## src/verilog/cp_bond_pkg.sv

```systemverilog
// lane bonding control plane types

package cp_bond_pkg;

   // ------------------------------------------------------------
   // counter widths
   // ------------------------------------------------------------

   // compensation counter width
   localparam int CNT_W = 8;

   // compensation count or live counter value
   typedef logic [CNT_W-1:0] comp_cnt_t;

   // ------------------------------------------------------------
   // lane roles
   // ------------------------------------------------------------

   // role code of one lane
   typedef logic [1:0] compin_sel_t;

   // enabled by the bonding controller
   localparam compin_sel_t SEL_MASTER      = 2'd0;
   // enabled by the tap from the lane below
   localparam compin_sel_t SEL_SLAVE_ABOVE = 2'd1;
   // enabled by the tap from the lane above
   localparam compin_sel_t SEL_SLAVE_BELOW = 2'd2;
   // code 3 is not named and falls back to master

   // static per-lane configuration, 10 bits
   typedef struct packed {
      compin_sel_t sel;
      comp_cnt_t   comp_cnt;
   } lane_cfg_t;

   // ------------------------------------------------------------
   // controller FSM
   // ------------------------------------------------------------

   typedef enum logic [1:0] {
      ST_IDLE  = 2'd0,
      ST_CLEAR = 2'd1,
      ST_COUNT = 2'd2,
      ST_DONE  = 2'd3
   } bond_state_t;

endpackage

```

## src/verilog/cp_comp_cntr.sv

```systemverilog
// lane compensation counter

`timescale 1ns/10ps

module cp_comp_cntr
(
   input  logic                  clk,
   input  logic                  rst_n,
   // soft clear from the bonding controller
   input  logic                  srst_n,
   // data valid of this lane
   input  logic                  data_enable,
   // enable sources, one per role
   input  logic                  master_in_en,
   input  logic                  us_tap_en,
   input  logic                  ds_tap_en,
   // static role and count
   input  cp_bond_pkg::lane_cfg_t cfg,
   // high while enabled at the programmed count
   output logic                  comp_cnt_match,
   // selected enable, forwarded to the neighbours
   output logic                  compin_sel
);

   // running count
   cp_bond_pkg::comp_cnt_t cnt;
   // enable picked by role
   logic                   cnt_en;
   // count has reached its target
   logic                   at_target;

   // ------------------------------------------------------------
   // enable source select
   // ------------------------------------------------------------

   always_comb
   begin
      case (cfg.sel)
         cp_bond_pkg::SEL_MASTER:
         begin
            cnt_en = master_in_en;
         end
         cp_bond_pkg::SEL_SLAVE_ABOVE:
         begin
            cnt_en = us_tap_en;
         end
         cp_bond_pkg::SEL_SLAVE_BELOW:
         begin
            cnt_en = ds_tap_en;
         end
         default:
         begin
            // unused code acts as master
            cnt_en = master_in_en;
         end
      endcase
   end

   assign compin_sel = cnt_en;

   // ------------------------------------------------------------
   // count and match
   // ------------------------------------------------------------

   assign at_target = (cnt == cfg.comp_cnt);

   // a zero count matches on the first enabled cycle
   assign comp_cnt_match = cnt_en & at_target;

   // saturates at the target, stalls while data_enable is low
   always_ff @(posedge clk)
   begin
      if (!rst_n || !srst_n)
      begin
         cnt <= '0;
      end
      else if (cnt_en && data_enable && !at_target)
      begin
         cnt <= cnt + 1'b1;
      end
   end

endmodule

```

## src/verilog/cp_tap_chain.sv

```systemverilog
// lane enable tap chain

`timescale 1ns/10ps

module cp_tap_chain
#(
   parameter int NUM_LANES = 4
)
(
   input  logic                 clk,
   input  logic                 rst_n,
   // soft clear from the bonding controller
   input  logic                 srst_n,
   // selected enable of every lane
   input  logic [NUM_LANES-1:0] compin_sel,
   // enable coming up from lane i-1
   output logic [NUM_LANES-1:0] us_tap_en,
   // enable coming down from lane i+1
   output logic [NUM_LANES-1:0] ds_tap_en
);

   // one forwarding flop per lane
   logic [NUM_LANES-1:0] tap_q;

   // ------------------------------------------------------------
   // forwarding registers
   // ------------------------------------------------------------

   // every hop is registered so no loop closes through the lanes
   always_ff @(posedge clk)
   begin
      if (!rst_n || !srst_n)
      begin
         tap_q <= '0;
      end
      else
      begin
         tap_q <= compin_sel;
      end
   end

   // ------------------------------------------------------------
   // neighbour fan-out
   // ------------------------------------------------------------

   genvar i;
   generate
      for (i = 0; i < NUM_LANES; i++)
      begin : g_hop
         // upward path
         if (i == 0)
         begin : g_us_end
            // bottom lane has nothing below
            assign us_tap_en[i] = 1'b0;
         end
         else
         begin : g_us
            assign us_tap_en[i] = tap_q[i-1];
         end

         // downward path
         if (i == NUM_LANES - 1)
         begin : g_ds_end
            // top lane has nothing above
            assign ds_tap_en[i] = 1'b0;
         end
         else
         begin : g_ds
            assign ds_tap_en[i] = tap_q[i+1];
         end
      end
   endgenerate

endmodule

```

## src/verilog/cp_bond_ctrl.sv

```systemverilog
// bonding run controller

`timescale 1ns/10ps

module cp_bond_ctrl
#(
   parameter int NUM_LANES = 4
)
(
   input  logic                 clk,
   input  logic                 rst_n,
   // one-cycle request to start a run
   input  logic                 bond_start,
   // match of every lane counter
   input  logic [NUM_LANES-1:0] lane_match,
   // soft clear to counters and taps, active low
   output logic                 srst_n,
   // enable for the master lane
   output logic                 master_in_en,
   // all lanes matched
   output logic                 bond_done,
   // run in progress
   output logic                 bond_busy
);

   cp_bond_pkg::bond_state_t state;
   cp_bond_pkg::bond_state_t state_nxt;

   // every lane at its count in the same cycle
   logic all_match;

   assign all_match = &lane_match;

   // ------------------------------------------------------------
   // state register
   // ------------------------------------------------------------

   always_ff @(posedge clk)
   begin
      if (!rst_n)
      begin
         state <= cp_bond_pkg::ST_IDLE;
      end
      else
      begin
         state <= state_nxt;
      end
   end

   // ------------------------------------------------------------
   // next state
   // ------------------------------------------------------------

   always_comb
   begin
      state_nxt = state;
      case (state)
         cp_bond_pkg::ST_IDLE:
         begin
            if (bond_start)
            begin
               state_nxt = cp_bond_pkg::ST_CLEAR;
            end
         end
         cp_bond_pkg::ST_CLEAR:
         begin
            // single clear cycle, start is ignored here
            state_nxt = cp_bond_pkg::ST_COUNT;
         end
         cp_bond_pkg::ST_COUNT:
         begin
            if (all_match)
            begin
               state_nxt = cp_bond_pkg::ST_DONE;
            end
         end
         cp_bond_pkg::ST_DONE:
         begin
            // restart clears and reruns
            if (bond_start)
            begin
               state_nxt = cp_bond_pkg::ST_CLEAR;
            end
         end
         default:
         begin
            state_nxt = cp_bond_pkg::ST_IDLE;
         end
      endcase
   end

   // ------------------------------------------------------------
   // outputs, decoded from state only
   // ------------------------------------------------------------

   assign srst_n       = (state != cp_bond_pkg::ST_CLEAR);
   // held in done so the matches stay up
   assign master_in_en = (state == cp_bond_pkg::ST_COUNT) ||
                         (state == cp_bond_pkg::ST_DONE);
   assign bond_done    = (state == cp_bond_pkg::ST_DONE);
   assign bond_busy    = (state == cp_bond_pkg::ST_CLEAR) ||
                         (state == cp_bond_pkg::ST_COUNT);

endmodule

```

## src/verilog/cp_bond_top.sv

```systemverilog
// lane bonding control plane top

`timescale 1ns/10ps

module cp_bond_top
#(
   parameter int NUM_LANES = 4
)
(
   input  logic                                   clk,
   input  logic                                   rst_n,
   // one-cycle run request
   input  logic                                   bond_start,
   // per-lane data valid
   input  logic [NUM_LANES-1:0]                   data_enable,
   // per-lane role and compensation count
   input  cp_bond_pkg::lane_cfg_t [NUM_LANES-1:0] lane_cfg,
   // per-lane counter match
   output logic [NUM_LANES-1:0]                   lane_match,
   output logic                                   bond_done,
   output logic                                   bond_busy
);

   // ------------------------------------------------------------
   // internal wiring
   // ------------------------------------------------------------

   // controller to counters
   logic                 srst_n;
   logic                 master_in_en;

   // counters to tap chain
   logic [NUM_LANES-1:0] compin_sel;

   // tap chain back to counters
   logic [NUM_LANES-1:0] us_tap_en;
   logic [NUM_LANES-1:0] ds_tap_en;

   // ------------------------------------------------------------
   // lane counters
   // ------------------------------------------------------------

   genvar i;
   generate
      for (i = 0; i < NUM_LANES; i++)
      begin : g_lane
         cp_comp_cntr u_comp_cntr
         (
            .clk            (clk),
            .rst_n          (rst_n),
            .srst_n         (srst_n),
            .data_enable    (data_enable[i]),
            .master_in_en   (master_in_en),
            .us_tap_en      (us_tap_en[i]),
            .ds_tap_en      (ds_tap_en[i]),
            .cfg            (lane_cfg[i]),
            .comp_cnt_match (lane_match[i]),
            .compin_sel     (compin_sel[i])
         );
      end
   endgenerate

   // ------------------------------------------------------------
   // enable forwarding between lanes
   // ------------------------------------------------------------

   cp_tap_chain #(
      .NUM_LANES (NUM_LANES)
   ) u_tap_chain (
      .clk        (clk),
      .rst_n      (rst_n),
      .srst_n     (srst_n),
      .compin_sel (compin_sel),
      .us_tap_en  (us_tap_en),
      .ds_tap_en  (ds_tap_en)
   );

   // ------------------------------------------------------------
   // run sequencing
   // ------------------------------------------------------------

   cp_bond_ctrl #(
      .NUM_LANES (NUM_LANES)
   ) u_bond_ctrl (
      .clk          (clk),
      .rst_n        (rst_n),
      .bond_start   (bond_start),
      .lane_match   (lane_match),
      .srst_n       (srst_n),
      .master_in_en (master_in_en),
      .bond_done    (bond_done),
      .bond_busy    (bond_busy)
   );

endmodule

```

## config.mk

```make
export PLATFORM = sky130hd
export DESIGN_NAME = cp_bond_top
export DESIGN_NICKNAME = d
export VERILOG_FILES = /design/src/verilog/cp_bond_pkg.sv /design/src/verilog/cp_comp_cntr.sv /design/src/verilog/cp_tap_chain.sv /design/src/verilog/cp_bond_ctrl.sv /design/src/verilog/cp_bond_top.sv
export SDC_FILE = /design/constraint.sdc
export NUM_CORES = 1
export LEC_CHECK = 0
export ABC_AREA = 1
export BUFFER_PORTS_ARGS = -buffer_cell sky130_fd_sc_hd__buf_2
export CAP_MARGIN = 30
export CORE_UTILIZATION = 30
export CTS_BUF_LIST = sky130_fd_sc_hd__clkbuf_4
export DETAILED_ROUTE_END_ITERATION = 7
export PLACE_DENSITY = 0.5
export SLEW_MARGIN = 0
export SYNTH_ARGS = -nofsm -noshare
export SYNTH_HDL_FRONTEND = slang
export SYNTH_SLANG_ARGS = --single-unit
```

## constraint.sdc

```tcl
create_clock -name clk -period 2.1 [get_ports clk]
set_clock_uncertainty 0.2 [all_clocks]
set_input_delay 0.21 -clock clk [delete_from_list [all_inputs] [get_ports clk]]
set_output_delay 0.21 -clock clk [all_outputs]
set_load 0.1 [all_outputs]
```

==> Word level (Yosys, flattened, before mapping) <==
Index checks and enable logic that the tools add are counted.
Widths: inputs -> output; s select.
{ "op_classes": {"add_sub_neg": 4, "n_eq_ne": 18, "mux": 7, "n_bitwise": 4, "n_reduce_logical": 21} }
{ "ops": {"columns": ["cell", "n"], "rows": [
  ["$add 8x1->8 const B", 4],
  ["$eq 8x8->1", 4],
  ["$eq 2x2->1 const B", 6],
  ["$eq 2x1->1 const B", 5],
  ["$logic_and 1x1->1", 8],
  ["$pmux 1 s2", 4],
  ["$logic_not 1->1", 6],
  ["$ne 2x1->1 const B", 3],
  ["$pmux 2 s3", 1],
  ["$and 1x1->1", 4],
  ["$mux 2", 2],
  ["$reduce_and 4->1", 1],
  ["$logic_or 1x1->1", 3],
  ["$logic_not 2->1", 1],
  ["$reduce_and 2->1", 1],
  ["$reduce_or 2->1", 1]
]} }
{ "word_totals": {"register_bits": 38, "input_bits": 47, "output_inout_bits": 6, "wordCells": 60} }

==> Logic depth before layout (Yosys ltp) <==
{ "depth": {"ltp_word": 7, "ltp_mapped": 14, "mapped_depth_nobuf": 14} }

==> Modules after synthesis <==
Synthesis repeated with hierarchy kept, for this count alone.
{ "hier_totals": {"hier_cells": 480, "hier_area_um2": 2999.1} }
{ "by_module_without_submodules": {"columns": ["mod", "instances", "cells_per_inst", "area_per_inst_um2", "seq_area_each_um2"], "rows": [
  ["cp_comp_cntr", 4, 110, 674.4, 160.2],
  ["cp_bond_ctrl", 1, 22, 151.4, 40.0],
  ["cp_tap_chain", 1, 18, 150.1, 80.1]
]} }

==> Least setup slack after synthesis <==
OpenSTA, ideal clock, no wires.
{ "synth_timing": {"path_type": "register -> register", "start": "register u_bond_ctrl.state[0]", "end": "register g_lane[2].u_comp_cntr.cnt[4]", "setup_ns": 0.116, "arrival_ns": 2.161, "required_ns": 1.784, "path_slack_ns": -0.377, "path_stages_with_launch": 13, "n_path_buf": 0, "period_less_slack_ns": 2.477, "path_cell_list": "dfxtp_1 ha_1 nor2_1 inv_2 nand2_1 nand2_1 inv_2 nor2_2 nand2_2 nor3_2 nand2_1 o21ai_0 nor2_1"} }
{ "synth_via": {"elab_chain_cells": 5, "word_cells_on_any_way": 9, "classes_between": "eq/ne: 3; mux: 1; reduce/logical: 5"} }
{ "synth_lines": {"columns": ["item", "line_no", "source"], "rows": [
  ["start: declaration", "cp_bond_ctrl.sv:26", "cp_bond_pkg::bond_state_t state;"],
  ["start signal: assignment", "cp_bond_ctrl.sv:42", "state <= cp_bond_pkg::ST_IDLE;"],
  ["start signal: assignment", "cp_bond_ctrl.sv:46", "state <= state_nxt;"],
  ["$eq 2x2->1", null, null],
  ["via bond_done", "cp_bond_top.sv:20", "output logic bond_done,"],
  ["$logic_or 1x1->1", "cp_bond_ctrl.sv:98", "assign master_in_en = (state == cp_bond_pkg::ST_COUNT) ||"],
  ["$pmux 1 s2", "cp_comp_cntr.sv:38", "case (cfg.sel)"],
  ["$logic_and 1x1->1 (2 in a row)", "cp_comp_cntr.sv:77", "else if (cnt_en && data_enable && !at_target)"],
  ["end signal: assignment", "cp_comp_cntr.sv:79", "cnt <= cnt + 1'b1;"],
  ["end: declaration", "cp_comp_cntr.sv:26", "cp_bond_pkg::comp_cnt_t cnt;"]
]} }
The timed path passes the listed nets, and every way through them passes these cells.
A chain may end at the register's enable or synchronous reset.

==> Worst setup path after layout <==
{ "layout_timing": {"start": "register u_bond_ctrl.state[0]", "end": "output lane_match[3]"} }
{ "layout_via": {"elab_chain_cells": 4, "word_cells_on_any_way": 5, "classes_between": "eq/ne: 2; mux: 1; bitwise: 1; reduce/logical: 1"} }
{ "layout_lines": {"columns": ["item", "line_no", "source"], "rows": [
  ["$eq 2x2->1, on equally long branches", "cp_bond_ctrl.sv:98, cp_bond_ctrl.sv:99", null],
  ["$logic_or 1x1->1 (*)", "cp_bond_ctrl.sv:98", null],
  ["$pmux 1 s2 (*)", "cp_comp_cntr.sv:38", null],
  ["$and 1x1->1 (*)", "cp_comp_cntr.sv:68", "assign comp_cnt_match = cnt_en & at_target;"],
  ["end: declaration", "cp_bond_top.sv:19", "output logic [NUM_LANES-1:0] lane_match,"]
]} }
Every way passes the cells marked *; elsewhere a longest branch is shown, timed or not.

==> summary.md <==
| Metric | Value |
|---|---|
| Seq/Total Area, Yosys | 0.303 |
| Initial core utilization | 0.317 |
| WHS | 0.0474 ns |
| Critical Path Max Stage Delay | 0.37 ns |
| Global-route wire length before repair | 9250 um |
| Avg Synthesized Cell Area | 6.77 um2 |
| CTS tree | yes |
| Final slew viol count | 0 |
| Number of routed nets with antenna violations | 0 |
| Via-per-instance ratio | 4.31 |
| Worst Hold Class | input port to flip-flop |
| # DRC | 0 |
| Cell area after layout | 3150 um2 |
| Relative slew slack | 0.679 |
| Overall routing resource usage | 0.134 |
| Max layer used | met4 |
| Worst-path maximum fanout | 4 |
| Ys Warns | 0 |
| Placement Setup Slack | 0.0733 ns |
| Setup Crit Path Kind | flip-flop to output port |
| Count of non-filler cells in the finished layout | 534 |
| Met3 wire length | 205 um |
| Dpl cells | 520 |
| Clk pwr share | 0.227 |
| Data required time of the critical path | 1.69 ns |
| Root Buffer | clkbuf_4 |
| Die ar. | 8740 um2 |
| Maximum clock path buffer count | 2 |
| Post-Syn Area | 2510 um2 |
| Synth Area in XOR/XNOR | 0.119 |
| Post-Synth Simple-Gate Area | 0.294 |
| PD cells | 728 nW/um2 |
| Endpoints failing hold | 0 |
| Num Clock Sinks | 38 |
| Comb power frac | 0.402 |
| Most frequent cells in the layout | nand2_1 (89), inv_1 (57), buf_2 (48), xnor2_1 (32), dfxtp_1 (32) |
| Status | complete, no violations |
| Crit start category | flip-flop |
| Final setup fails | 0 |
| Period utilisation layout | 0.956 |
| Worst path slowest cell | dfxtp_4 |
| Total CTS buffers | 5 |
| Met1 Wirelength | 2710 um |
| Critical Path AT | 1.60 ns |
| Pleak | 1.42 nW |
| Slew @ Worst Pin | 0.485 ns |
| Crit end category | output port |
| DPL Wire Length | 4350 um |
| H-Tree Depth | 2 |
| Nets@finish | 492 |
| DP Area | 2910 um2 |
| Initial DRC Count | 50 |
| NetSw | 0.905 mW |
| Syn_nets | 432 |
| Max Clk Rate | 0.498 GHz |
| Drt total wl | 5380 um |
| Grt total ovfl | 0 |
| Vias | 2301 |
| Mux contribution to synthesized area | 0 |
| VDD IR max | 319 uV |
| ANT cells | 0 |
| Boundary Pins | 53 |
| Sequential share of power | 0.371 |
| Max-cap violations | 0 |
| Wire length on met2 | 2390 um |
| Routed length per instance | 10.1 um |
| Largest net degree at the start of global routing | 17 |
| Setup TNS | 0 ns |
| PnR worst setup slack | 0.0924 ns |
| Std cell rows | 32 |
| Clock Latency Late Sink | 0.34 ns |
| Mapped Cells | 371 |
| Initial antenna violation count | 0 |
| Library cells used by synthesis | 27 |
| Placer congestion estimate | 0.791 |
| Total power | 2.29 mW |
| Worst-path clk slew | 0.10 ns |
| Sequence of cells on the critical path | buf_6, ha_4, nor2_4, inv_4, o21ai_2, inv_1, nand3_2, inv_2, buf_12 |
| Fin crit period | 2.01 ns |
| Syn-to-layout area delta | 25.4% |
| Largest family of logic cells by synthesized area | simple AND/OR/NAND/NOR gates |
| 1st-pass router iterations | 4 |
| Core ar. | 7930 um2 |
| Net Sw Frac | 0.395 |
| Compound-Gate Fraction of Synth Area | 0.0932 |
| Finished Core Util | 0.397 |
| Die W | 93.5 um |
| Int Pwr | 1.39 mW |
| Number of global-route vias before repair | 2089 |
| IO buf count | 52 |
| Synth Area in Adders | 0.0698 |
| Synthesized flop and latch total | 38 |
| Commonest non-fill, non-tap cell in the layout | nand2_1 |
| Layout cells sized above 1 | 0.269 |
| Die Ht | 93.5 um |
-- cells by family (layout without fill, tap and decap cells) --
group | Yosys count | after routing
and+or+nand+nor | 163 | 163
xor gates and xnor gates | 34 | 34
buffers and inverters | 77 | 138
DFF | 38 | 38
AOI/OAI and AO/OA | 45 | 45
adders and majority gates | 14 | 14
-- per-layer routing --
layer  vias to the layer above  global-route usage
met5                         -                   0
met4                         0              0.0385
met3                         6              0.0268
met2                        36               0.221
met1                       999               0.176
li1                       1260                   -
-- state kept, by name, indices dropped and copies added (netlist names) --
register                cells
u_bond_ctrl.state           2
g_lane.u_comp_cntr.cnt     32
u_tap_chain.tap_q           4
-- layout make-up --
type	count	area, um2
Fill cell	873	4780
Clock buffer	7	52.6
Inverter	70	265
Timing Repair Buffer	60	387
Multi-Input combinational cell	256	1520
Clock inverter	1	30.0
Sequential cell	38	771
Tap cell	102	128
-- power groups by stage --
stage / clock, mW / combinational [mW] / sequential (mW)
floorplan: 0 / 0.635 / 0.843
global placement: 0 / 0.802 / 0.858
detailed placement: 0 / 0.812 / 0.859
CTS: 0.543 / 0.914 / 0.843
global route: 0.577 / 1.03 / 0.858
finish: 0.520 / 0.923 / 0.850
-- worst max-delay path, delay by kind of cell (launching register included) --
| family | cells | cell delay [ns] |
|---|---|---|
| AO/OA/AOI/OAI | 1 | 0.13 |
| adder cells (fa/ha/maj) | 1 | 0.15 |
| buffers and inverters | 5 | 0.43 |
| flip-flops | 1 | 0.37 |
| AND/OR/NAND/NOR | 2 | 0.17 |
-- synthesized netlist by cell type (all sizes together) --
library cell / n / area (um2)
nor3b: 1 / 7.51
o21ai: 23 / 123
xnor2: 32 / 280
a21oi: 21 / 105
dfxtp: 38 / 761
a31oi: 1 / 6.26
buf: 4 / 30.0
clkbuf: 3 / 11.3
nor3: 6 / 56.3
ha: 14 / 175
inv: 70 / 263
nand2: 97 / 389
xor2: 2 / 17.5
nand4: 7 / 43.8
nor2: 37 / 160
or2: 1 / 6.26
nand3: 14 / 75.1
-- worst paths after layout --
check,cells after the start,slack (ns),from,end
setup / recovery,9,0.09,u_bond_ctrl.state[0],lane_match[3]
hold / removal,5,0.05,bond_start,u_bond_ctrl.state[1]
setup reg to reg,12,0.22,u_bond_ctrl.state[0],g_lane[0].u_comp_cntr.cnt[3]
hold reg to reg,2,0.30,g_lane[3].u_comp_cntr.cnt[4],g_lane[3].u_comp_cntr.cnt[4]
-- repair_timing --
action                                  in CTS  in global routing
hold buffers                                 1                  0
resized for setup                           24                 12
endpoints found under the setup margin       5                  5
endpoints found under the hold margin        2                  0
gates cloned                                 0                  0
setup buffers                                5                  0
pin swaps                                    4                  3
Power figures use the tool's default switching activity.
